<file path="config.mk">
export PLATFORM = sky130hd
export DESIGN_NAME = pipeController
export DESIGN_NICKNAME = d
export VERILOG_FILES = /design/src/design/pipeCtrlPkg.sv /design/src/design/ctrlPipeline.sv /design/src/design/hazardUnit.sv /design/src/design/instrDecoder.sv /design/src/design/pipeController.sv
export SDC_FILE = /design/constraint.sdc
export NUM_CORES = 1
export LEC_CHECK = 0
export ABC_AREA = 0
export BUFFER_PORTS_ARGS = -buffer_cell sky130_fd_sc_hd__buf_4
export CAP_MARGIN = 30
export CORE_UTILIZATION = 40
export DETAILED_ROUTE_END_ITERATION = 8
export GPL_ROUTABILITY_DRIVEN = 0
export PLACE_DENSITY = 0.86
export SLEW_MARGIN = 5
export SYNTH_ARGS = -nofsm -noshare
export SYNTH_HDL_FRONTEND = slang
export SYNTH_HIERARCHICAL = 1
export SYNTH_SLANG_ARGS = --single-unit
</file>
<file path="constraint.sdc">
create_clock -name clk -period 2.1 [get_ports clk]
set_input_delay 0.42 -clock clk [delete_from_list [all_inputs] [get_ports clk]]
set_output_delay 0.42 -clock clk [all_outputs]
set_load 0.03 [all_outputs]
</file>
<file path="src/design/pipeCtrlPkg.sv">
/*
 * Shared types and codes for the RV32I pipeline controller.
 * Decoder, control pipeline, hazard unit and testbench import it with pkg::*.
 * The control bundle struct is what travels from Decode down to Writeback.
 */

package pipeCtrlPkg;

    // Instruction field widths
    typedef logic [6:0] opcode_t;
    typedef logic [2:0] funct3_t;
    typedef logic [4:0] regAddr_t;

    // ALU operation select
    typedef logic [2:0] aluCtrl_t;
    localparam aluCtrl_t ALU_ADD = 3'b000;
    localparam aluCtrl_t ALU_SUB = 3'b001;
    localparam aluCtrl_t ALU_AND = 3'b010;
    localparam aluCtrl_t ALU_OR  = 3'b011;
    localparam aluCtrl_t ALU_SLT = 3'b101;

    // Immediate formats for the extend unit
    typedef logic [2:0] immSrc_t;
    localparam immSrc_t IMM_I = 3'b000;
    localparam immSrc_t IMM_S = 3'b001;
    localparam immSrc_t IMM_B = 3'b010;
    localparam immSrc_t IMM_J = 3'b011;
    localparam immSrc_t IMM_U = 3'b100;

    // Writeback result mux
    typedef logic [1:0] resultSrc_t;
    localparam resultSrc_t RES_ALU = 2'b00;
    localparam resultSrc_t RES_MEM = 2'b01;
    localparam resultSrc_t RES_PC4 = 2'b10;
    localparam resultSrc_t RES_IMM = 2'b11;

    // Operand bypass select in Execute
    typedef logic [1:0] forward_t;
    localparam forward_t FWD_NONE = 2'b00;
    localparam forward_t FWD_WB   = 2'b01;
    localparam forward_t FWD_MEM  = 2'b10;

    // Supported opcodes
    localparam opcode_t OP_LW     = 7'b0000011;
    localparam opcode_t OP_SW     = 7'b0100011;
    localparam opcode_t OP_RTYPE  = 7'b0110011;
    localparam opcode_t OP_BRANCH = 7'b1100011;
    localparam opcode_t OP_ITYPE  = 7'b0010011;
    localparam opcode_t OP_JAL    = 7'b1101111;
    localparam opcode_t OP_JALR   = 7'b1100111;
    localparam opcode_t OP_LUI    = 7'b0110111;

    // funct3 codes, ALU group and branch group overlap
    localparam funct3_t F3_ADDSUB = 3'b000;
    localparam funct3_t F3_SLT    = 3'b010;
    localparam funct3_t F3_OR     = 3'b110;
    localparam funct3_t F3_AND    = 3'b111;
    localparam funct3_t F3_BEQ    = 3'b000;
    localparam funct3_t F3_BNE    = 3'b001;

    // Control bundle, all zero is a bubble
    typedef struct packed {
        logic       regWrite;
        logic       memWrite;
        resultSrc_t resultSrc;
        logic       branch;
        // Set for bne, inverts the zero flag
        logic       branchType;
        logic       jump;
        logic       aluSrc;
        aluCtrl_t   aluControl;
    } ctrlBundle_t;

endpackage

</file>
<file path="src/design/ctrlPipeline.sv">
/*
 * Control registers for the Execute, Memory and Writeback stages.
 * Execute holds the full bundle and takes a bubble on flush;
 * later stages keep only the memory and writeback fields.
 */

`timescale 1ns/100ps

module ctrlPipeline
    import pipeCtrlPkg::*;
(
    input  logic        clk,
    input  logic        reset,
    input  ctrlBundle_t ctrlD_i,
    input  logic        flushE_i,
    output ctrlBundle_t ctrlE_o,
    output logic        memWriteM_o,
    output logic        regWriteM_o,
    output resultSrc_t  resultSrcM_o,
    output logic        regWriteW_o,
    output resultSrc_t  resultSrcW_o
);

    // Execute stage
    // Flush covers load-use, mispredict and fetch stall
    always_ff @(posedge clk) begin
        if (reset || flushE_i) begin
            ctrlE_o <= '0;
        end else begin
            ctrlE_o <= ctrlD_i;
        end
    end

    // Memory stage
    // Branch, jump and ALU fields already consumed in Execute
    always_ff @(posedge clk) begin
        if (reset) begin
            regWriteM_o  <= 1'b0;
            memWriteM_o  <= 1'b0;
            resultSrcM_o <= RES_ALU;
        end else begin
            regWriteM_o  <= ctrlE_o.regWrite;
            memWriteM_o  <= ctrlE_o.memWrite;
            resultSrcM_o <= ctrlE_o.resultSrc;
        end
    end

    // Writeback stage
    // Store enable is not needed past Memory
    always_ff @(posedge clk) begin
        if (reset) begin
            regWriteW_o  <= 1'b0;
            resultSrcW_o <= RES_ALU;
        end else begin
            regWriteW_o  <= regWriteM_o;
            resultSrcW_o <= resultSrcM_o;
        end
    end

    // A flushed slot in Execute carries no side effects
    flushGivesBubble: assert property (
        @(posedge clk) disable iff (reset)
        flushE_i |=> (ctrlE_o == '0)
    ) else $error("ctrlE not a bubble after flushE");

endmodule

</file>
<file path="src/design/hazardUnit.sv">
/*
 * Hazard detection for the five-stage pipeline.
 * Forwarding selects for both Execute operands, load-use and
 * fetch-miss stalls, and flushes on a branch mispredict.
 */

`timescale 1ns/100ps

module hazardUnit
    import pipeCtrlPkg::*;
(
    input  logic       clk,
    input  logic       reset,
    input  regAddr_t   rs1D_i,
    input  regAddr_t   rs2D_i,
    input  regAddr_t   rs1E_i,
    input  regAddr_t   rs2E_i,
    input  regAddr_t   rdE_i,
    input  regAddr_t   rdM_i,
    input  regAddr_t   rdW_i,
    input  resultSrc_t resultSrcE_i,
    input  logic       regWriteM_i,
    input  logic       regWriteW_i,
    input  logic       fetchReady_i,
    input  logic       mispredictE_i,
    output forward_t   forwardAE_o,
    output forward_t   forwardBE_o,
    output logic       stallF_o,
    output logic       stallD_o,
    output logic       flushD_o,
    output logic       flushE_o
);

    logic firedOnce;
    logic loadStall;
    logic fetchMiss;

    // Bypass priority for one source register
    // Memory result is newer than Writeback
    function automatic forward_t fwdSelect(
        input regAddr_t rs,
        input regAddr_t rdM,
        input logic     wrM,
        input regAddr_t rdW,
        input logic     wrW
    );
        forward_t sel;
        sel = FWD_NONE;
        // x0 is hardwired and never bypassed
        if (rs != '0) begin
            if (wrM && (rs == rdM)) begin
                sel = FWD_MEM;
            end else if (wrW && (rs == rdW)) begin
                sel = FWD_WB;
            end
        end
        return sel;
    endfunction

    assign forwardAE_o = fwdSelect(rs1E_i, rdM_i, regWriteM_i, rdW_i, regWriteW_i);
    assign forwardBE_o = fwdSelect(rs2E_i, rdM_i, regWriteM_i, rdW_i, regWriteW_i);

    // Set after the first cycle out of reset
    // Fetch has no valid PC to hold before that
    always_ff @(posedge clk) begin
        if (reset) begin
            firedOnce <= 1'b0;
        end else begin
            firedOnce <= 1'b1;
        end
    end

    // Load in Execute feeding the instruction in Decode
    assign loadStall = (resultSrcE_i == RES_MEM) && (rdE_i != '0) &&
                       ((rdE_i == rs1D_i) || (rdE_i == rs2D_i));

    // Instruction cache miss
    assign fetchMiss = !fetchReady_i;

    assign stallF_o = loadStall || mispredictE_i || (fetchMiss && firedOnce);
    assign stallD_o = loadStall || fetchMiss;
    assign flushD_o = mispredictE_i;
    // Bubble into Execute on fetch miss while Decode is held
    assign flushE_o = loadStall || mispredictE_i || fetchMiss;

    // Register 0 never takes a bypassed value
    noForwardFromX0: assert property (
        @(posedge clk) disable iff (reset)
        ((rs1E_i != '0) || (forwardAE_o == FWD_NONE)) &&
        ((rs2E_i != '0) || (forwardBE_o == FWD_NONE))
    ) else $error("forward select active for x0");

endmodule

</file>
<file path="src/design/instrDecoder.sv">
/*
 * Decode stage control for the supported RV32I subset.
 * Main decoder on the opcode plus ALU decoder on funct3/funct7b5.
 * Purely combinational; the bundle goes to the control pipeline.
 */

`timescale 1ns/100ps

module instrDecoder
    import pipeCtrlPkg::*;
(
    input  opcode_t     opcode_i,
    input  funct3_t     funct3_i,
    input  logic        funct7b5_i,
    output ctrlBundle_t ctrlD_o,
    output immSrc_t     immSrcD_o
);

    // ALU operation classes from the main decoder
    localparam logic [1:0] ALUOP_MEM    = 2'b00;
    localparam logic [1:0] ALUOP_BRANCH = 2'b01;
    localparam logic [1:0] ALUOP_FUNCT  = 2'b10;

    ctrlBundle_t mainCtrl;
    logic [1:0]  aluOp;
    logic        supported;
    logic        rtypeSub;
    aluCtrl_t    aluCtrl;

    // Main decoder
    always_comb begin
        mainCtrl  = '0;
        immSrcD_o = IMM_I;
        aluOp     = ALUOP_MEM;
        supported = 1'b1;
        case (opcode_i)
            OP_LW: begin
                mainCtrl.regWrite  = 1'b1;
                mainCtrl.aluSrc    = 1'b1;
                mainCtrl.resultSrc = RES_MEM;
            end
            OP_SW: begin
                immSrcD_o          = IMM_S;
                mainCtrl.aluSrc    = 1'b1;
                mainCtrl.memWrite  = 1'b1;
            end
            OP_RTYPE: begin
                mainCtrl.regWrite  = 1'b1;
                aluOp              = ALUOP_FUNCT;
            end
            OP_BRANCH: begin
                immSrcD_o          = IMM_B;
                mainCtrl.branch    = 1'b1;
                aluOp              = ALUOP_BRANCH;
            end
            OP_ITYPE: begin
                mainCtrl.regWrite  = 1'b1;
                mainCtrl.aluSrc    = 1'b1;
                aluOp              = ALUOP_FUNCT;
            end
            OP_JAL: begin
                immSrcD_o          = IMM_J;
                mainCtrl.regWrite  = 1'b1;
                mainCtrl.resultSrc = RES_PC4;
                mainCtrl.jump      = 1'b1;
            end
            OP_JALR: begin
                // Target is rs1 + imm through the ALU
                mainCtrl.regWrite  = 1'b1;
                mainCtrl.aluSrc    = 1'b1;
                mainCtrl.resultSrc = RES_PC4;
                mainCtrl.jump      = 1'b1;
            end
            OP_LUI: begin
                immSrcD_o          = IMM_U;
                mainCtrl.regWrite  = 1'b1;
                mainCtrl.resultSrc = RES_IMM;
            end
            default: begin
                supported          = 1'b0;
            end
        endcase
    end

    // Only R-type uses funct7b5 for sub, I-type has an immediate bit there
    assign rtypeSub = funct7b5_i & opcode_i[5];

    // ALU decoder
    always_comb begin
        aluCtrl = ALU_ADD;
        case (aluOp)
            ALUOP_MEM:    aluCtrl = ALU_ADD;
            ALUOP_BRANCH: aluCtrl = ALU_SUB;
            ALUOP_FUNCT: begin
                case (funct3_i)
                    F3_ADDSUB: aluCtrl = rtypeSub ? ALU_SUB : ALU_ADD;
                    F3_SLT:    aluCtrl = ALU_SLT;
                    F3_OR:     aluCtrl = ALU_OR;
                    F3_AND:    aluCtrl = ALU_AND;
                    default:   aluCtrl = ALU_ADD;
                endcase
            end
            default:      aluCtrl = ALU_ADD;
        endcase
    end

    // Merge into the outgoing bundle
    always_comb begin
        ctrlD_o            = mainCtrl;
        ctrlD_o.branchType = mainCtrl.branch && (funct3_i == F3_BNE);
        ctrlD_o.aluControl = aluCtrl;
        // Unknown opcode becomes a bubble
        if (!supported) begin
            ctrlD_o = '0;
        end
    end

    // Branches reaching Execute must be beq or bne
    branchFunct3Legal: assert final (
        !ctrlD_o.branch || (funct3_i == F3_BEQ) || (funct3_i == F3_BNE)
    ) else $error("branch decoded with unsupported funct3 %b", funct3_i);

endmodule

</file>
<file path="src/design/pipeController.sv">
/*
 * Top level of the pipeline control path.
 * Decoder feeds the control pipeline; the hazard unit reads
 * stage flags back from it and drives the Execute flush.
 */

`timescale 1ns/100ps

module pipeController
    import pipeCtrlPkg::*;
(
    input  logic        clk,
    input  logic        reset,
    // Decode instruction fields
    input  opcode_t     opcode_i,
    input  funct3_t     funct3_i,
    input  logic        funct7b5_i,
    // Register addresses per stage
    input  regAddr_t    rs1D_i,
    input  regAddr_t    rs2D_i,
    input  regAddr_t    rs1E_i,
    input  regAddr_t    rs2E_i,
    input  regAddr_t    rdE_i,
    input  regAddr_t    rdM_i,
    input  regAddr_t    rdW_i,
    input  logic        fetchReady_i,
    input  logic        mispredictE_i,
    output immSrc_t     immSrcD_o,
    output ctrlBundle_t ctrlE_o,
    output forward_t    forwardAE_o,
    output forward_t    forwardBE_o,
    output logic        stallF_o,
    output logic        stallD_o,
    output logic        flushD_o,
    output logic        flushE_o,
    output logic        memWriteM_o,
    output resultSrc_t  resultSrcM_o,
    output logic        regWriteW_o,
    output resultSrc_t  resultSrcW_o
);

    ctrlBundle_t ctrlD;
    logic        regWriteM;

    // Decode stage control
    instrDecoder decoder (
        .opcode_i   (opcode_i),
        .funct3_i   (funct3_i),
        .funct7b5_i (funct7b5_i),
        .ctrlD_o    (ctrlD),
        .immSrcD_o  (immSrcD_o)
    );

    // E, M and W control registers
    ctrlPipeline pipeline (
        .clk          (clk),
        .reset        (reset),
        .ctrlD_i      (ctrlD),
        .flushE_i     (flushE_o),
        .ctrlE_o      (ctrlE_o),
        .memWriteM_o  (memWriteM_o),
        .regWriteM_o  (regWriteM),
        .resultSrcM_o (resultSrcM_o),
        .regWriteW_o  (regWriteW_o),
        .resultSrcW_o (resultSrcW_o)
    );

    // Load detection looks at the resultSrc in Execute
    hazardUnit hazards (
        .clk           (clk),
        .reset         (reset),
        .rs1D_i        (rs1D_i),
        .rs2D_i        (rs2D_i),
        .rs1E_i        (rs1E_i),
        .rs2E_i        (rs2E_i),
        .rdE_i         (rdE_i),
        .rdM_i         (rdM_i),
        .rdW_i         (rdW_i),
        .resultSrcE_i  (ctrlE_o.resultSrc),
        .regWriteM_i   (regWriteM),
        .regWriteW_i   (regWriteW_o),
        .fetchReady_i  (fetchReady_i),
        .mispredictE_i (mispredictE_i),
        .forwardAE_o   (forwardAE_o),
        .forwardBE_o   (forwardBE_o),
        .stallF_o      (stallF_o),
        .stallD_o      (stallD_o),
        .flushD_o      (flushD_o),
        .flushE_o      (flushE_o)
    );

endmodule

</file>
## Word-level counts from Yosys, hierarchy flattened

Index checks and enable logic that the tools add are counted.

| word-level totals | value |
|---|---|
| output and inout port bits | 28 |
| input port bits | 50 |
| register bits | 19 |

| operators by class | value |
|---|---|
| eq/ne operators | 21 |
| muxes and demuxes | 19 |
| reductions and logical operators | 25 |
| bitwise logic cells | 2 |

Operator list:

| operator | number |
|---|---|
| 5-bit == test | 6 |
| 3-bit one-hot mux with 4 select lines | 2 |
| 7-bit by 6-bit == test with 1-bit output (second input constant) | 3 |
| 7-bit == test (second input constant) | 3 |
| 5-bit nonzero test | 3 |
| 1-bit two-way mux | 10 |
| 1-bit logical AND | 8 |
| 2-bit two-way mux | 4 |
| 8-bit OR reduction | 1 |
| 7-bit by 2-bit == test with 1-bit output (second input constant) | 1 |
| 7-bit by 5-bit == test with 1-bit output (second input constant) | 1 |
| 3-bit == test (second input constant) | 2 |
| 1-bit logical OR | 6 |
| 2-bit one-hot mux with 3 select lines | 1 |
| 3-bit one-hot mux with 2 select lines | 1 |
| 2-bit OR reduction | 3 |
| 6-bit OR reduction | 1 |
| 2-bit by 1-bit == test with 1-bit output (second input constant) | 2 |
| 2-bit one-hot mux with 2 select lines | 1 |
| 4-bit OR reduction | 1 |
| 3-bit by 1-bit == test with 1-bit output (second input constant) | 1 |
| 3-bit by 2-bit == test with 1-bit output (second input constant) | 1 |
| 3-bit zero test | 1 |
| 2-bit == test (second input constant) | 1 |
| 3 further kinds | 3 |

## Logic depth before layout (Yosys ltp)

Gate-level depths: netlist of run 1.

| depth | value |
|---|---|
| depth after elaboration | 7 |
| mapped depth | 9 |
| depth with buffers taken out | 8 |

## Hierarchy

Netlist of run 1, hierarchy kept.

By module, submodules not included:

| module | cells an instance | times used | seq. area each (um^2) | area each (um^2) |
|---|---|---|---|---|
| ctrlPipeline | 38 | 1 | 360.3 | 570.5 |
| hazardUnit | 63 | 1 | 20.0 | 462.9 |
| instrDecoder | 54 | 1 | 0.0 | 367.9 |

## Worst setup path after synthesis of run 1

Ideal clock, no wire load.

| path | value |
|---|---|
| path type | input to output |
| start point | input port rdW_i[1] |
| end point | output port forwardAE_o[0] |
| path slack | -0.040 ns |
| arrival | 1.720 ns |
| cell stages on the path | 3 |
| path through | xnor2_1 -> nand4_1 -> nor4b_1 |

| on the way | value |
|---|---|
| word-level cells in the longest chain between the ends | 5 |

RTL lines:

| item | RTL line | RTL |
|---|---|---|
| from (decl) | pipeController.sv:25 | `input regAddr_t rdW_i,` |
| 5-bit == test | hazardUnit.sv:53 | `end else if (wrW && (rs == rdW)) begin` |
| 1-bit logical AND | hazardUnit.sv:53 |  |
| 1-bit two-way mux | hazardUnit.sv:53 |  |
| 2-bit two-way mux | hazardUnit.sv:51 | `if (wrM && (rs == rdM)) begin` |
| 2-bit two-way mux | hazardUnit.sv:50 | `if (rs != '0) begin` |
| to (decl) | pipeController.sv:30 | `output forward_t forwardAE_o,` |

No other way between the ends.

## Worst setup path after layout of run 1

| path | value |
|---|---|
| start point | input port rdE_i[1] |
| end point | output port flushE_o |

| on the way | value |
|---|---|
| word-level cells in the longest chain between the ends | 5 |

RTL lines:

| item | RTL line | RTL |
|---|---|---|
| from (decl) | pipeController.sv:23 | `input regAddr_t rdE_i,` |
| 5-bit == test or 5-bit nonzero test (tied branches) | hazardUnit.sv:75, hazardUnit.sv:74 |  |
| 1-bit logical OR or 1-bit logical AND (tied branches) | hazardUnit.sv:75, hazardUnit.sv:74 |  |
| 1-bit logical AND * | hazardUnit.sv:74 | `assign loadStall = (resultSrcE_i == RES_MEM) && (rdE_i != '0) &&` |
| 1-bit logical OR * (2 in series) | hazardUnit.sv:84 | `assign flushE_o = loadStall \|\| mispredictE_i \|\| fetchMiss;` |
| to (decl) | pipeController.sv:35 | `output logic flushE_o,` |

Mark *: on every way between the ends. The rest lies on a longest branch, timed or not.

==> results of run 1 <==
[power groups by stage]
stage	combinational [mW]	clock (mW)	sequential [mW]
2_1_floorplan	0.114	0	0.371
3_3_place_gp	0.227	0	0.370
3_5_place_dp	0.230	0	0.370
4_1_cts	0.231	0.190	0.362
5_1_grt	0.251	0.208	0.362
6_report	0.230	0.182	0.362
[cells in the mapped netlist (3+ instances only)]
master      n  area (µm²)
dfxtp_1    19       380.4
xor2_1     19       166.4
nor2_1     13       48.80
xnor2_1    12       105.1
nor3b_2    10       125.1
nand3_1     8       40.04
and2b_2     7       61.31
nand2_1     6       22.52
inv_1       5       18.77
a21oi_1     4       20.02
a2111oi_2   3       45.04
buf_2       3       15.01
nand4_1     3       18.77
nor3_1      3       15.01
nor4_1      3       18.77
nor4b_1     3       26.28
o21ai_1     3       15.01
[final cells by class]
type	count	area, µm²	area share [%]
flip-flops and latches	19	380.4	18.55
clock buffers	3	22.52	1.098
well taps	46	57.56	2.807
repair buffers	80	600.6	29.29
inverters	5	18.77	0.9152
multi-input cells	124	965.9	47.10
clock inverters	1	5.005	0.2441
[state kept, by name, indices dropped and copies added, names as in the netlist]
name                   count
pipeline/ctrlE_o          11
hazards/firedOnce          1
pipeline/resultSrcW_o      2
pipeline/regWriteM_o       1
pipeline/memWriteM_o       1
pipeline/regWriteW_o       1
pipeline/resultSrcM_o      2
[stage by stage]
step	utilization [%]	total power, mW
floorplan	-	0.4856
global placement	60.63	0.5977
global route	61.45	0.8215
CTS	61.45	0.7837
detailed placement	60.63	0.6005
finish	61.45	0.7739
[cells by family (layout without fill, tap and decap cells)]
logic type      after synthesis  count (layout)  synth area share [%]
simple gates                 74              74                 36.43
flops                        19              19                 27.14
compound gates               17              17                 10.45
xor+xnor                     31              31                 19.37
buf+inv                      12              89                 4.821
fa+ha+maj                     2               2                 1.785
[metal layers]
| layer | part of all wire [%] | wire [µm] |
|---|---|---|
| met4 | 0.31 | 10 |
| met5 | 0 | 0 |
| met2 | 50 | 1603 |
| met3 | 11 | 346 |
| met1 | 39 | 1260 |
[critical path, stage by stage]
cell and delay, ns:
buf_4 0.12, or4_4 0.52, o21ai_2 0.17, o21ai_1 0.10, buf_4 0.18
[final timing paths]
| path | startpoint | endpoint | slack (ns) | depth (start not counted) |
|---|---|---|---|---|
| min reg2reg | pipeline/resultSrcM_o[0]$_SDFF_PP0_ | pipeline/resultSrcW_o[0]$_SDFF_PP0_ | 0.49 | 1 |
| max | rdE_i[1] | flushE_o | 0.16 | 5 |
| min | reset | hazards/firedOnce$_DFF_P_ | 0.40 | 2 |
| max reg2reg | pipeline/ctrlE_o[7]$_SDFF_PP0_ | pipeline/ctrlE_o[1]$_SDFF_PP0_ | 0.89 | 5 |
==> flow_summary.yaml, run 1 <==
run_status:
  status: "complete, no violations"
cts:
  holdBufCountCts: 0
  cts.repair.resized: 0
  cts-buffers-inserted: 3
  cts_sinks: 19
  cts_tree: "done"
  root_buffer: "clkbuf_4"
  insertion_delay_ns: 0.29
  post-cts-setup-buffers: 0
  htree_levels: 1
  clkTransAtPathRegs_ns: 0.10
  ctsLongestPathBuffers: 2
final_layout:
  final_cell_mix: "80 x buf_4, 19 x xor2_1, 19 x dfxtp_1"
  final_nets: 285
  antennaDiodeCount: 0
  fill_cells: 287
  area_delta_synth_final_pct: 46.34
  drive_gt1_share_pct: 48.28
  design_area_um2: 2051
  final_common_cell: "buf_4"
  finalNonFillerCells: 278
synth:
  synth_edf_count: 0
  synth_nets: 207
  syn_area_um2: 1401
  synth_flop_cell: "dfxtp_1"
  syn-instance-count: 155
  ys_ff_latch: 19
  ys_warn_count: 6
  yosysSeqAreaShare_pct: 27.14
  synth-async-reset-ratio_pct: 0
  synth_cell_types: 42
  avgSynthCellArea_um2: 9.041
power:
  p_comb_share_pct: 29.7
  clockPowerShare_pct: 23.5
  peakVddDrop_v: 0.0004582
  p_switching_mw: 0.2213
  swShare_pct: 28.59
  p_leak_nw: 0.8844
  power.internal_mw: 0.5526
  powerDensity_nw_per_um2: 377.4
  p_seq_share_pct: 46.8
timing:
  finalSetupViolCount: 0
  hold-worst-slack_ns: 0.4034
  rsz0062_at_grt: "false"
  finalClockSkew_ns: 0.001390
  fmax_ghz: 0.5148
  fin_crit_ns: 1.943
  finalHoldViolCount: 0
  fin_crit_sh_pct: 92.50
  tns_ns: 0
  timing.final.ws_setup_ns: 0.1575
  worst_pin_slew_ns: 0.3666
  slew_headroom_pct: 74.93
  drv_slew: 0
placement:
  placed_cell_area_um2: 2023
  place_inst: 274
  port_buffers: 77
  pre_cts_ws_ns: 0.02746
  dp_hpwl_mm: 2.674
setup_path:
  critPathArrivalTime_ns: 1.52
  crit_path_max_fanout: 3
  worstSetupStartpointType: "primary input"
  critical_path_required_ns: 1.68
  path_class: "in2out"
  end_kind: "primary output"
grt:
  grt_start_max_net_pins: 20
  grt_pass1_vias: 1166
  antenna_found_initial: 0
  top_usage_layer: "met2"
  gr-total-overflow: 0
  grtUsageMet2_pct: 30.28
  grt.total_usage_pct: 16.29
  met3_usage_pct: 6.513
  grt_first_pass_wirelength_mm: 4.602
  grtUsageMet1_pct: 17.46
floorplan:
  row_count: 21
  chipHeight_um: 61.19
  fp.dieW_um: 61.19
  core_area_um2: 3337
  die_area_um2: 3744
  pin_count: 78
  start_util_pct: 41.99
job:
  max_cap_viol_count: 0
drt:
  first_iter_violations: 28
  routedWlPerCell_um: 11.58
  drcViolationCount: 0
  ant_nets: 0
  first_pass_iters: 4
  num_vias: 1370
  via_per_inst: 4.928
  postRouteWirelength_mm: 3.220
min_path:
  hold_class: "in2reg"
Note: power is estimated with default switching activity, not from simulation.
==> inputs of run 2 (changes only) <==
- CORE_UTILIZATION: 40 -> 44
- PLACE_DENSITY: 0.86 -> 0.9
- clock period: 2.1 -> 2.2 ns (I/O delays scaled with it)
==> flow_summary.yaml, run 2 (same netlist as run 1, synthesis figures left out) <==
power:
  p_leak_nw: 0.8759
  peakVddDrop_v: 0.0003934
  powerDensity_nw_per_um2: 362.7
final_layout:
  largest_reg_flops: 11
  finalNonFillerCells: 275
  regMostFlops: "pipeline/ctrlE_o"
  largest_registers: "pipeline/ctrlE_o: 11 flops, pipeline/resultSrcM_o: 2 flops, pipeline/resultSrcW_o: 2 flops"
  final_common_cell: "buf_4"
  final_cell_mix: "79 x buf_4, 19 x xor2_1, 19 x dfxtp_1"
  drive_gt1_share_pct: 47.19
  area_delta_synth_final_pct: 44.73
  antennaDiodeCount: 0
  final_nets: 284
placement:
  pre_cts_ws_ns: 0.1403
  port_buffers: 77
  dp_hpwl_mm: 2.819
  place_inst: 271
setup_path:
  worstSetupStartpointType: "primary input"
  startpoint: "rdE_i[1]"
  cp_common_cell: "buf_4"
  slowest_delay_ns: 0.52
  crit_cells: 5
  endpoint: "flushE_o"
  cp_cell_sequence: "buf_4 > or4_4 > o21ai_2 > o21ai_1 > buf_4"
  critPathArrivalTime_ns: 1.56
  r2r_end: "pipeline/ctrlE_o[1]$_SDFF_PP0_"
  end_kind: "primary output"
  critical_path_buf_inv_count: 2
  critical_path_required_ns: 1.76
  path_class: "in2out"
  rr_worst_depth: 5
  reg2reg_slack_ns: 0.96
  timing.rr.start: "pipeline/ctrlE_o[7]$_SDFF_PP0_"
  path_delay_family: "simple AND/OR/NAND/NOR gates"
  slowest_stage: "or4_4"
  crit_path_max_fanout: 3
grt:
  grt_pass1_vias: 1276
  grt.total_usage_pct: 20.34
  grt_first_pass_wirelength_mm: 5.340
  gr-total-overflow: 0
  antenna_found_initial: 0
  grt_start_max_net_pins: 20
drt:
  first_iter_violations: 52
  via_per_inst: 5.025
  drcViolationCount: 0
  first_pass_iters: 5
  postRouteWirelength_mm: 3.400
  num_vias: 1382
  ant_nets: 0
  routedWlPerCell_um: 12.36
job:
  max_cap_viol_count: 0
cts:
  cts.repair.resized: 0
  ctsLongestPathBuffers: 2
  cts_sinks: 19
  holdBufCountCts: 0
  insertion_delay_ns: 0.29
  root_buffer: "clkbuf_4"
  htree_levels: 1
  clkTransAtPathRegs_ns: 0.10
  cts-buffers-inserted: 3
  cts_tree: "done"
  post-cts-setup-buffers: 0
timing:
  fin_crit_ns: 2.003
  slew_headroom_pct: 77.34
  tns_ns: 0
  finalClockSkew_ns: 0.0009419
  finalSetupViolCount: 0
  timing.final.ws_setup_ns: 0.1973
  finalHoldViolCount: 0
  fmax_ghz: 0.4993
  fin_crit_sh_pct: 91.03
  worst_pin_slew_ns: 0.3314
  rsz0062_at_grt: "false"
  drv_slew: 0
floorplan:
  core_area_um2: 3028
  fp.dieW_um: 58.44
  start_util_pct: 46.28
  chipHeight_um: 58.44
  die_area_um2: 3415
  pin_count: 78
  row_count: 20
run_status:
  status: "complete, no violations"
min_path:
  hold_class: "in2reg"
  holdPathStages: 2
-- run 2: cell count changes in the layout (fill, tap and decap cells not counted), sizes merged --
cell / previous run / this run
buf: 80 / 79
-- run 2: layout make-up --
type                    count  area [µm²]
inverters                   5       18.77
clock buffers               3       22.52
clock inverters             1       5.005
fillers                   247       999.7
repair buffers             79       593.1
flip-flops and latches     19       380.4
multi-input cells         124       953.4
well taps                  44       55.05
-- run 2: routing by layer --
layer	share of wire (%)	wire (µm)	global-route usage, %
met4	2.9	97	9.184
met3	8.6	291	6.154
met2	49	1674	37.11
met1	39	1337	21.44
met5	0	0	0
-- run 2: worst min path at each step --
stage	startpoint	to	slack, ns
floorplan	pipeline/regWriteM_o$_SDFF_PP0_	pipeline/regWriteW_o$_SDFF_PP0_	0.47
finish	reset	hazards/firedOnce$_DFF_P_	0.43
CTS	reset	hazards/firedOnce$_DFF_P_	0.42
detailed placement	pipeline/resultSrcM_o[1]$_SDFF_PP0_	pipeline/resultSrcW_o[1]$_SDFF_PP0_	0.47
global route	reset	hazards/firedOnce$_DFF_P_	0.43
global placement	pipeline/ctrlE_o[10]$_SDFF_PP0_	pipeline/regWriteM_o$_SDFF_PP0_	0.46
-- run 2: stage by stage --
step	hold slack, ns	instance area [µm²]	power [mW]	util [%]
global placement	0.4609	2001	0.5694	66.07
global route	0.4292	2028	0.7790	66.98
floorplan	0.4717	1401	0.4630	-
CTS	0.4167	2028	0.7437	66.98
finish	0.4252	2028	0.7357	66.98
detailed placement	0.4703	2001	0.5736	66.07
-- run 2: where the power goes --
group / switching, mW / leakage, nW / total (mW) / internal, mW
Combinational: 0.107 / 0.705 / 0.220 / 0.113
Clock: 0.102 / 0.0177 / 0.170 / 0.0678
Sequential: 0.000457 / 0.153 / 0.346 / 0.345
Total: 0.209 / 0.876 / 0.736 / 0.526
